[src/hw/coord_display_pkg.sv]
`default_nettype none

package coord_display_pkg;

    // Input and digit widths
    localparam int COORD_W = 10;
    localparam int DIGIT_W = 4;
    localparam int RGB_W   = 4;

    // 640x480 at 60 Hz, horizontal in pixels
    localparam int H_ACTIVE = 640;
    localparam int H_FRONT  = 16;
    localparam int H_SYNC   = 96;
    localparam int H_BACK   = 48;

    // Vertical in lines
    localparam int V_ACTIVE = 480;
    localparam int V_FRONT  = 10;
    localparam int V_SYNC   = 2;
    localparam int V_BACK   = 33;

    localparam int CNT_W = 10;  // Covers 0..799

    // Digit cell geometry
    localparam int CELL_W = 16;
    localparam int CELL_H = 24;
    localparam int STROKE = 3;  // Segment thickness

    // Layout of the 3x3 digit grid
    localparam int COL_X0    = 180;  // Hundreds column
    localparam int COL_PITCH = 30;
    localparam int ROW_Y0    = 100;  // Row of x
    localparam int ROW_PITCH = 80;

    // Seven-segment patterns, bit 6 is segment a down to bit 0 for g
    localparam logic [0:9][6:0] SEG_TABLE = {
        7'b1111110,  // 0
        7'b0110000,  // 1
        7'b1101101,  // 2
        7'b1111001,  // 3
        7'b0110011,  // 4
        7'b1011011,  // 5
        7'b1011111,  // 6
        7'b1110000,  // 7
        7'b1111111,  // 8
        7'b1111011   // 9
    };

endpackage

`default_nettype wire

[src/hw/pixel_timing.sv]
`timescale 1ns/1ps
`default_nettype none

module pixel_timing #(
    parameter int H_ACTIVE = coord_display_pkg::H_ACTIVE,
    parameter int H_FRONT  = coord_display_pkg::H_FRONT,
    parameter int H_SYNC   = coord_display_pkg::H_SYNC,
    parameter int H_BACK   = coord_display_pkg::H_BACK,
    parameter int V_ACTIVE = coord_display_pkg::V_ACTIVE,
    parameter int V_FRONT  = coord_display_pkg::V_FRONT,
    parameter int V_SYNC   = coord_display_pkg::V_SYNC,
    parameter int V_BACK   = coord_display_pkg::V_BACK
) (
    input  logic                               MAX10_CLK1_50,
    input  logic                               rst_n,
    output logic                               pix_en,
    output logic [coord_display_pkg::CNT_W-1:0] h_count,
    output logic [coord_display_pkg::CNT_W-1:0] v_count,
    output logic                               hsync_raw,
    output logic                               vsync_raw,
    output logic                               frame_start
);

    localparam int CW = coord_display_pkg::CNT_W;

    localparam int H_TOTAL = H_ACTIVE + H_FRONT + H_SYNC + H_BACK;
    localparam int V_TOTAL = V_ACTIVE + V_FRONT + V_SYNC + V_BACK;

    // Last counter values before wrapping
    localparam logic [CW-1:0] H_LAST = CW'(H_TOTAL - 1);
    localparam logic [CW-1:0] V_LAST = CW'(V_TOTAL - 1);

    // Sync pulse windows, inclusive
    localparam logic [CW-1:0] HS_FIRST = CW'(H_ACTIVE + H_FRONT);
    localparam logic [CW-1:0] HS_LAST  = CW'(H_ACTIVE + H_FRONT + H_SYNC - 1);
    localparam logic [CW-1:0] VS_FIRST = CW'(V_ACTIVE + V_FRONT);
    localparam logic [CW-1:0] VS_LAST  = CW'(V_ACTIVE + V_FRONT + V_SYNC - 1);

    // First blanking line, where the digits get latched
    localparam logic [CW-1:0] V_LATCH = CW'(V_ACTIVE);

    // 25 MHz pixel slot from the 50 MHz clock
    always_ff @(posedge MAX10_CLK1_50) begin
        if (!rst_n) begin
            pix_en <= 1'b0;
        end else begin
            pix_en <= ~pix_en;
        end
    end

    // Raster position
    always_ff @(posedge MAX10_CLK1_50) begin
        if (!rst_n) begin
            h_count <= '0;
            v_count <= '0;
        end else if (pix_en) begin
            if (h_count == H_LAST) begin
                h_count <= '0;
                if (v_count == V_LAST) begin
                    v_count <= '0;
                end else begin
                    v_count <= v_count + 1'b1;
                end
            end else begin
                h_count <= h_count + 1'b1;
            end
        end
    end

    // Both syncs are active low
    always_comb begin
        hsync_raw = !(h_count >= HS_FIRST && h_count <= HS_LAST);
        vsync_raw = !(v_count >= VS_FIRST && v_count <= VS_LAST);
    end

    // One clock wide, on the pix_en clock of the first pixel of line 480
    assign frame_start = pix_en && (h_count == '0) && (v_count == V_LATCH);

endmodule

`default_nettype wire

[src/hw/bin_to_bcd.sv]
`timescale 1ns/1ps
`default_nettype none

module bin_to_bcd (
    input  logic                                 MAX10_CLK1_50,
    input  logic                                 rst_n,
    input  logic                                 start,
    input  logic [coord_display_pkg::COORD_W-1:0] value,
    output logic [coord_display_pkg::DIGIT_W-1:0] hundreds,
    output logic [coord_display_pkg::DIGIT_W-1:0] tens,
    output logic [coord_display_pkg::DIGIT_W-1:0] ones
);

    localparam int VW     = coord_display_pkg::COORD_W;
    localparam int DW     = coord_display_pkg::DIGIT_W;
    localparam int BCD_W  = 3 * DW;
    localparam int STEP_W = $clog2(VW);

    localparam logic [STEP_W-1:0] LAST_STEP = STEP_W'(VW - 1);

    logic [VW-1:0]     bin_q;    // Remaining binary bits, MSB first
    logic [BCD_W-1:0]  bcd_q;    // Partial result, thousands dropped
    logic [BCD_W-1:0]  bcd_adj;
    logic [BCD_W-1:0]  bcd_next;
    logic [STEP_W-1:0] step_cnt;
    logic              busy;

    // Add 3 to every digit of 5 or more, then shift in the next bit
    always_comb begin
        bcd_adj = bcd_q;
        for (int i = 0; i < 3; i++) begin
            if (bcd_q[i*DW +: DW] >= DW'(5)) begin
                bcd_adj[i*DW +: DW] = bcd_q[i*DW +: DW] + DW'(3);
            end
        end
        // Bit leaving the hundreds digit is the thousands carry
        bcd_next = {bcd_adj[BCD_W-2:0], bin_q[VW-1]};
    end

    // Shift registers carry no reset
    always_ff @(posedge MAX10_CLK1_50) begin
        if (start) begin
            bin_q <= value;
            bcd_q <= '0;
        end else if (busy) begin
            bin_q <= {bin_q[VW-2:0], 1'b0};
            bcd_q <= bcd_next;
        end
    end

    always_ff @(posedge MAX10_CLK1_50) begin
        if (!rst_n) begin
            busy     <= 1'b0;
            step_cnt <= '0;
            hundreds <= '0;
            tens     <= '0;
            ones     <= '0;
        end else if (start) begin
            busy     <= 1'b1;
            step_cnt <= '0;
        end else if (busy) begin
            step_cnt <= step_cnt + 1'b1;
            if (step_cnt == LAST_STEP) begin
                busy     <= 1'b0;
                hundreds <= bcd_next[2*DW +: DW];  // All three digits change together
                tens     <= bcd_next[DW +: DW];
                ones     <= bcd_next[0 +: DW];
            end
        end
    end

endmodule

`default_nettype wire

[src/hw/digit_renderer.sv]
`timescale 1ns/1ps
`default_nettype none

module digit_renderer #(
    parameter int H_ACTIVE = coord_display_pkg::H_ACTIVE,
    parameter int V_ACTIVE = coord_display_pkg::V_ACTIVE
) (
    input  logic                                 MAX10_CLK1_50,
    input  logic                                 rst_n,
    input  logic                                 pix_en,
    input  logic [coord_display_pkg::CNT_W-1:0]   h_count,
    input  logic [coord_display_pkg::CNT_W-1:0]   v_count,
    input  logic                                 hsync_raw,
    input  logic                                 vsync_raw,
    input  logic [coord_display_pkg::DIGIT_W-1:0] x_hundreds,
    input  logic [coord_display_pkg::DIGIT_W-1:0] x_tens,
    input  logic [coord_display_pkg::DIGIT_W-1:0] x_ones,
    input  logic [coord_display_pkg::DIGIT_W-1:0] y_hundreds,
    input  logic [coord_display_pkg::DIGIT_W-1:0] y_tens,
    input  logic [coord_display_pkg::DIGIT_W-1:0] y_ones,
    input  logic [coord_display_pkg::DIGIT_W-1:0] z_hundreds,
    input  logic [coord_display_pkg::DIGIT_W-1:0] z_tens,
    input  logic [coord_display_pkg::DIGIT_W-1:0] z_ones,
    output logic                                 hsync_out,
    output logic                                 vsync_out,
    output logic [coord_display_pkg::RGB_W-1:0]   VGA_R,
    output logic [coord_display_pkg::RGB_W-1:0]   VGA_G,
    output logic [coord_display_pkg::RGB_W-1:0]   VGA_B
);

    localparam int CW = coord_display_pkg::CNT_W;
    localparam int DW = coord_display_pkg::DIGIT_W;

    localparam int CELL_W = coord_display_pkg::CELL_W;
    localparam int CELL_H = coord_display_pkg::CELL_H;
    localparam int STROKE = coord_display_pkg::STROKE;

    // Top edge of each row and left edge of each column
    localparam logic [CW-1:0] ROW_TOP [3] = '{
        CW'(coord_display_pkg::ROW_Y0),
        CW'(coord_display_pkg::ROW_Y0 + coord_display_pkg::ROW_PITCH),
        CW'(coord_display_pkg::ROW_Y0 + 2 * coord_display_pkg::ROW_PITCH)
    };
    localparam logic [CW-1:0] COL_LEFT [3] = '{
        CW'(coord_display_pkg::COL_X0),
        CW'(coord_display_pkg::COL_X0 + coord_display_pkg::COL_PITCH),
        CW'(coord_display_pkg::COL_X0 + 2 * coord_display_pkg::COL_PITCH)
    };

    // Middle bar spans rows 11 to 13 of the cell
    localparam int G_TOP = CELL_H / 2 - STROKE / 2;

    logic [DW-1:0] cell_digit [3][3];  // [row][column]
    logic          row_hit;
    logic          col_hit;
    logic [1:0]    row_idx;
    logic [1:0]    col_idx;
    logic [CW-1:0] u_off;              // Offset inside the cell
    logic [CW-1:0] w_off;
    logic [DW-1:0] digit;
    logic [6:0]    seg_on;             // Lit segments, a in bit 6
    logic [6:0]    seg_rect;           // Segments covering this pixel
    logic          active;
    logic          lit;

    // Row 0 is x, row 1 is y, row 2 is z
    assign cell_digit[0][0] = x_hundreds;
    assign cell_digit[0][1] = x_tens;
    assign cell_digit[0][2] = x_ones;
    assign cell_digit[1][0] = y_hundreds;
    assign cell_digit[1][1] = y_tens;
    assign cell_digit[1][2] = y_ones;
    assign cell_digit[2][0] = z_hundreds;
    assign cell_digit[2][1] = z_tens;
    assign cell_digit[2][2] = z_ones;

    // Locate the cell, rows and columns do not overlap
    always_comb begin
        row_hit = 1'b0;
        row_idx = '0;
        w_off   = '0;
        col_hit = 1'b0;
        col_idx = '0;
        u_off   = '0;
        for (int r = 0; r < 3; r++) begin
            if (v_count >= ROW_TOP[r] && v_count < ROW_TOP[r] + CW'(CELL_H)) begin
                row_hit = 1'b1;
                row_idx = 2'(r);
                w_off   = v_count - ROW_TOP[r];
            end
        end
        for (int c = 0; c < 3; c++) begin
            if (h_count >= COL_LEFT[c] && h_count < COL_LEFT[c] + CW'(CELL_W)) begin
                col_hit = 1'b1;
                col_idx = 2'(c);
                u_off   = h_count - COL_LEFT[c];
            end
        end
    end

    assign digit  = cell_digit[row_idx][col_idx];
    assign seg_on = (digit <= DW'(9)) ? coord_display_pkg::SEG_TABLE[digit] : 7'b0;

    // Segment rectangles inside the 16x24 cell
    always_comb begin
        seg_rect[6] = w_off < CW'(STROKE);                                        // a
        seg_rect[5] = u_off >= CW'(CELL_W - STROKE) && w_off < CW'(CELL_H / 2);   // b
        seg_rect[4] = u_off >= CW'(CELL_W - STROKE) && w_off >= CW'(CELL_H / 2);  // c
        seg_rect[3] = w_off >= CW'(CELL_H - STROKE);                              // d
        seg_rect[2] = u_off < CW'(STROKE) && w_off >= CW'(CELL_H / 2);            // e
        seg_rect[1] = u_off < CW'(STROKE) && w_off < CW'(CELL_H / 2);             // f
        seg_rect[0] = w_off >= CW'(G_TOP) && w_off < CW'(G_TOP + STROKE);         // g
    end

    assign active = (h_count < CW'(H_ACTIVE)) && (v_count < CW'(V_ACTIVE));
    assign lit    = active && row_hit && col_hit && |(seg_on & seg_rect);

    // Syncs share the colour register stage so they stay aligned
    always_ff @(posedge MAX10_CLK1_50) begin
        if (!rst_n) begin
            hsync_out <= 1'b1;
            vsync_out <= 1'b1;
            VGA_R     <= '0;
            VGA_G     <= '0;
            VGA_B     <= '0;
        end else if (pix_en) begin
            hsync_out <= hsync_raw;
            vsync_out <= vsync_raw;
            VGA_R     <= {coord_display_pkg::RGB_W{lit}};  // White on black
            VGA_G     <= {coord_display_pkg::RGB_W{lit}};
            VGA_B     <= {coord_display_pkg::RGB_W{lit}};
        end
    end

endmodule

`default_nettype wire

[src/hw/coord_display_top.sv]
`timescale 1ns/1ps
`default_nettype none

module coord_display_top #(
    parameter int H_ACTIVE = coord_display_pkg::H_ACTIVE,
    parameter int H_FRONT  = coord_display_pkg::H_FRONT,
    parameter int H_SYNC   = coord_display_pkg::H_SYNC,
    parameter int H_BACK   = coord_display_pkg::H_BACK,
    parameter int V_ACTIVE = coord_display_pkg::V_ACTIVE,
    parameter int V_FRONT  = coord_display_pkg::V_FRONT,
    parameter int V_SYNC   = coord_display_pkg::V_SYNC,
    parameter int V_BACK   = coord_display_pkg::V_BACK
) (
    input  logic                                 MAX10_CLK1_50,
    input  logic                                 rst_n,
    input  logic [coord_display_pkg::COORD_W-1:0] x_coord,
    input  logic [coord_display_pkg::COORD_W-1:0] y_coord,
    input  logic [coord_display_pkg::COORD_W-1:0] z_coord,
    output logic                                 hsync_out,
    output logic                                 vsync_out,
    output logic [coord_display_pkg::RGB_W-1:0]   VGA_R,
    output logic [coord_display_pkg::RGB_W-1:0]   VGA_G,
    output logic [coord_display_pkg::RGB_W-1:0]   VGA_B
);

    logic                                 pix_en;
    logic [coord_display_pkg::CNT_W-1:0]   h_count;
    logic [coord_display_pkg::CNT_W-1:0]   v_count;
    logic                                 hsync_raw;
    logic                                 vsync_raw;
    logic                                 frame_start;
    logic [coord_display_pkg::DIGIT_W-1:0] x_hundreds, x_tens, x_ones;
    logic [coord_display_pkg::DIGIT_W-1:0] y_hundreds, y_tens, y_ones;
    logic [coord_display_pkg::DIGIT_W-1:0] z_hundreds, z_tens, z_ones;

    pixel_timing #(
        .H_ACTIVE (H_ACTIVE), .H_FRONT (H_FRONT), .H_SYNC (H_SYNC), .H_BACK (H_BACK),
        .V_ACTIVE (V_ACTIVE), .V_FRONT (V_FRONT), .V_SYNC (V_SYNC), .V_BACK (V_BACK)
    ) u_timing (
        .MAX10_CLK1_50 (MAX10_CLK1_50),
        .rst_n         (rst_n),
        .pix_en        (pix_en),
        .h_count       (h_count),
        .v_count       (v_count),
        .hsync_raw     (hsync_raw),
        .vsync_raw     (vsync_raw),
        .frame_start   (frame_start)
    );

    // One converter per coordinate, all restarted in vertical blanking
    bin_to_bcd u_bcd_x (
        .MAX10_CLK1_50 (MAX10_CLK1_50), .rst_n (rst_n), .start (frame_start),
        .value (x_coord), .hundreds (x_hundreds), .tens (x_tens), .ones (x_ones)
    );

    bin_to_bcd u_bcd_y (
        .MAX10_CLK1_50 (MAX10_CLK1_50), .rst_n (rst_n), .start (frame_start),
        .value (y_coord), .hundreds (y_hundreds), .tens (y_tens), .ones (y_ones)
    );

    bin_to_bcd u_bcd_z (
        .MAX10_CLK1_50 (MAX10_CLK1_50), .rst_n (rst_n), .start (frame_start),
        .value (z_coord), .hundreds (z_hundreds), .tens (z_tens), .ones (z_ones)
    );

    digit_renderer #(
        .H_ACTIVE (H_ACTIVE),
        .V_ACTIVE (V_ACTIVE)
    ) u_renderer (
        .MAX10_CLK1_50 (MAX10_CLK1_50),
        .rst_n         (rst_n),
        .pix_en        (pix_en),
        .h_count       (h_count),
        .v_count       (v_count),
        .hsync_raw     (hsync_raw),
        .vsync_raw     (vsync_raw),
        .x_hundreds    (x_hundreds),
        .x_tens        (x_tens),
        .x_ones        (x_ones),
        .y_hundreds    (y_hundreds),
        .y_tens        (y_tens),
        .y_ones        (y_ones),
        .z_hundreds    (z_hundreds),
        .z_tens        (z_tens),
        .z_ones        (z_ones),
        .hsync_out     (hsync_out),
        .vsync_out     (vsync_out),
        .VGA_R         (VGA_R),
        .VGA_G         (VGA_G),
        .VGA_B         (VGA_B)
    );

endmodule

`default_nettype wire

[config.mk]
export PLATFORM = sky130hd
export DESIGN_NAME = coord_display_top
export DESIGN_NICKNAME = d
export VERILOG_FILES = /design/src/hw/coord_display_pkg.sv /design/src/hw/pixel_timing.sv /design/src/hw/bin_to_bcd.sv /design/src/hw/digit_renderer.sv /design/src/hw/coord_display_top.sv
export SDC_FILE = /design/constraint.sdc
export NUM_CORES = 1
export LEC_CHECK = 0
export BUFFER_PORTS_ARGS = -buffer_cell sky130_fd_sc_hd__buf_2
export CAP_MARGIN = 20
export CORE_AREA = 3 3 140 142
export CTS_BUF_LIST = sky130_fd_sc_hd__clkbuf_16
export CTS_CLUSTER_SIZE = 12
export DETAILED_ROUTE_END_ITERATION = 12
export DIE_AREA = 0 0 143 145
export GPL_TIMING_DRIVEN = 0
export PLACE_DENSITY = 0.7
export RECOVER_POWER = 50
export SYNTH_ARGS = -nofsm -noshare
export SYNTH_HDL_FRONTEND = slang
export SYNTH_SLANG_ARGS = --single-unit
[constraint.sdc]
create_clock -name MAX10_CLK1_50 -period 4.1 [get_ports MAX10_CLK1_50]
set_input_delay 0.205 -clock MAX10_CLK1_50 [delete_from_list [all_inputs] [get_ports MAX10_CLK1_50]]
set_output_delay 0.205 -clock MAX10_CLK1_50 [all_outputs]
set_load 0.03 [all_outputs]
==> impl_metrics.yaml <==
outcome:
  outcome: "finished with violations"
  failed_checks: "capacitance limit, slew limit"
synth:
  syn_area_per_cell_sq_um: 8.433
  seq_area_frac_synth: 0.3802
  synth_cell_types: 71
  ys_async_sr_fraction: 0
  syn-instance-count: 974
  synth_edf_count: 30
  ys_ff_latch: 141
  syn_area_sq_um: 8214
  syn_nets: 1058
  synth_warnings: 0
  synth-main-ff-cell: "dfxtp_1"
placement:
  place_area_sq_um: 8737
  port_buffers: 45
  place_inst: 1253
  gp_congestion: 0.9306
  hpwlAfterDp_mm: 14.16
critical_path:
  arrival_ps: 4210
  cp_num_buf_inv: 3
  path_class: "flop to flop"
  slowest_stage: "a221oi_4"
  worstReg2RegEnd: "u_renderer.VGA_R[0]"
  timing.rr.start: "u_timing.v_count[2]"
  cpMostUsedCell: "nor2_1"
  required_ps: 4450
  reg2reg_slack_ps: 240
  worst_path_largest_cell_delay_ps: 480
  endpoint_kind: "flop"
  worst-path-max-fanout: 10
  crit_family: "compound AO/OA/AOI/OAI gates"
  r2r_cells: 13
  critPathLaunchType: "flop"
  crit_chain: "clkbuf_2 > inv_1 > ha_1 > clkbuf_1 > a21bo_2 > nor2_1 > nor2_1 > a221o_1 > a221oi_4 > mux2i_1 > o2111ai_1 > and3_1 > a31oi_1"
grt:
  grt_use_met1: 0.2587
  grt_use_total: 0.1883
  grt_pass1_vias: 6337
  busiest_layer: "met2"
  grtUsageMet3: 0.04285
  grt_max_degree: 17
  grt_pass1_wl_mm: 31.77
  use_met2: 0.2909
  antenna_found_initial: 0
  grt_overflow_total: 0
die:
  floorplan.initialDensity: 0.4421
  fp.coreArea_sq_um: 18580
  rows: 50
  io_pins: 46
  die_h_um: 145
  fp.dieArea_sq_um: 20740
  dieWidth_um: 143
clocking:
  clkSinkCount: 141
  cts_tree: "done"
  htree_levels: 4
  cts-root-buf: "clkbuf_16"
  numCtsBuffers: 17
  cts_setup_buffers: 0
  clkSlewWorstSetupHoldPaths_ps: 70
  insertion_delay_ps: 430
  ctsLongestPathBuffers: 2
  cts_hold_buffers: 0
power:
  p_per_area_nw_per_um2: 327.7
  p_total_w: 0.003055
  p_leak_nw: 3.756
  vdd_ir_drop_max_v: 0.0002814
timing:
  min_period_ps: 3861
  maxSlewHeadroom: -0.05745
  tns_ps: 0
  setup_viol: 0
  fin_crit_sh: 0.9417
  final_max_slew_viol_count: 10
  hold_viol: 0
  tightest_slew_ps: 1574
  fmax_mhz: 259.0
  clock_skew_ps: 10.71
  rsz0062_at_grt: "no"
cells_and_area:
  area_growth_syn_to_layout_pct: 13.50
  diodes: 0
  finalNonFillerCells: 1284
  final_area_sq_um: 9323
  final_net_count: 1121
  drive_above_1_share: 0.09524
detailed_routing:
  first_iter_violations: 409
  routed_via_density: 5.386
  wirelength_mm: 19.35
  dr.pass1.iters: 5
  drcViolationCount: 0
  vias: 6916
  wl_per_cell_um: 15.07
  antenna_left: 0
job:
  cap_violations: 1
min_path:
  hold_end: "u_bcd_y.bin_q[5]"
  whs_path_depth: 3
  hp-class: "primary input to flop"
  hp-start: "y_coord[5]"
[sequential cells by signal (all words and copies together), names as in the netlist, 10 cells and up]
name,flops
u_bcd_x.bin_q,10
u_bcd_z.bin_q,10
u_timing.v_count,10
u_bcd_y.bcd_q,12
u_bcd_x.bcd_q,12
u_timing.h_count,10
u_bcd_z.bcd_q,12
u_bcd_y.bin_q,10
[per-stage QoR]
step	setup WS (ps)	util	hold WS [ps]
6_report	239.0	0.5018	38.78
5_1_grt	18.87	0.5018	39.18
4_1_cts	87.18	0.5020	28.44
3_5_place_dp	-399.6	0.4702	457.5
3_3_place_gp	-421.6	0.4700	447.3
2_1_floorplan	316.7	-	375.6
[where the power goes]
part | internal, W | total [W] | leakage, nW | switching [W]
clock | 0.000857 | 0.00153 | 0.288 | 0.000670
combinational | 0.0000424 | 0.0000968 | 2.35 | 0.0000544
sequential | 0.00142 | 0.00143 | 1.11 | 0.0000123
[synthesized netlist by cell type, drive strengths merged (20+ instances only)]
cell type  count  share of area
edfxtp        30           0.11
nand2        165          0.075
xnor2         31          0.033
nand2b        20          0.015
clkbuf        43          0.020
nand3         21          0.013
a21oi         41          0.025
mux2i         42          0.051
inv           42          0.019
o21ai         39          0.024
ha            52          0.079
dfxtp        111           0.27
nor2         101          0.046
[worst register-to-register path, cell delays in order, from the launching register on]
cell	delay, ps
dfxtp_1	350
clkbuf_2	210
inv_1	210
ha_1	170
clkbuf_1	290
a21bo_2	280
nor2_1	400
nor2_1	210
a221o_1	440
a221oi_4	480
mux2i_1	260
o2111ai_1	120
and3_1	210
a31oi_1	140
[cells in the final DEF, fill, tap and decap left out, types with 5 or more instances in the layout]
master,Yosys,routed
and2_0,1,5
ha_1,52,52
and3_1,9,9
nor2_1,101,101
o31ai_1,5,5
dfxtp_1,111,111
mux2i_1,42,42
inv_1,42,42
and2_1,13,8
clkinv_4,0,5
o21ai_0,37,37
a21boi_0,16,16
buf_2,1,33
nand2_1,165,165
buf_4,11,10
nand2b_1,20,20
edfxtp_1,30,30
a22oi_1,9,9
o211a_1,14,14
clkbuf_16,0,17
o22ai_1,7,7
nor3b_1,7,7
nand4_1,11,11
xor2_1,11,11
clkbuf_1,43,53
nand3_1,21,21
a31oi_1,7,7
nor2b_1,14,14
xnor2_1,31,31
o221ai_1,6,6
or3_1,11,11
a21oi_1,41,40
nor3_1,11,11
a211oi_1,11,11
[logic make-up after synthesis]
group / synth area share
xor+xnor: 0.04478
compound gates: 0.1659
fa+ha+maj: 0.07921
flops: 0.3802
buf+inv: 0.05316
mux: 0.05118
simple gates: 0.2256
[area by class of cell]
type / count / area [sq um]
clock buffer: 17 / 425.4
buffer: 59 / 274.0
multi-input combinational: 730 / 4684
clock inverter: 15 / 152.6
fill: 1741 / 9258
sequential: 141 / 3123
tap: 234 / 292.8
timing repair buffer: 45 / 209.0
inverter: 43 / 161.4
[timing repair]
item                                    in CTS  in global routing
pin swaps                                    0                  1
gates resized for setup                      4                  6
endpoints found under the setup margin       1                  1
[how the worst max path moves through the flow]
stage | cells after the start | end | startpoint | slack [ps]
floorplan | 15 | u_renderer.VGA_R[0] | u_timing.h_count[5] | 320
global placement | 15 | u_renderer.VGA_R[0] | u_timing.h_count[5] | -420
detailed placement | 15 | u_renderer.VGA_R[0] | u_timing.h_count[5] | -400
CTS | 17 | u_renderer.VGA_R[0] | u_timing.v_count[2] | 90
global route | 14 | u_renderer.VGA_R[0] | u_timing.h_count[2] | 20
finish | 13 | u_renderer.VGA_R[0] | u_timing.v_count[2] | 240
[routing by layer]
metal,vias up,part of all wire
met4,0,0.028
met3,40,0.050
met1,3182,0.47
li1,3513,-
met2,181,0.45
met5,-,0
Note: power is estimated with default switching activity, not from simulation.
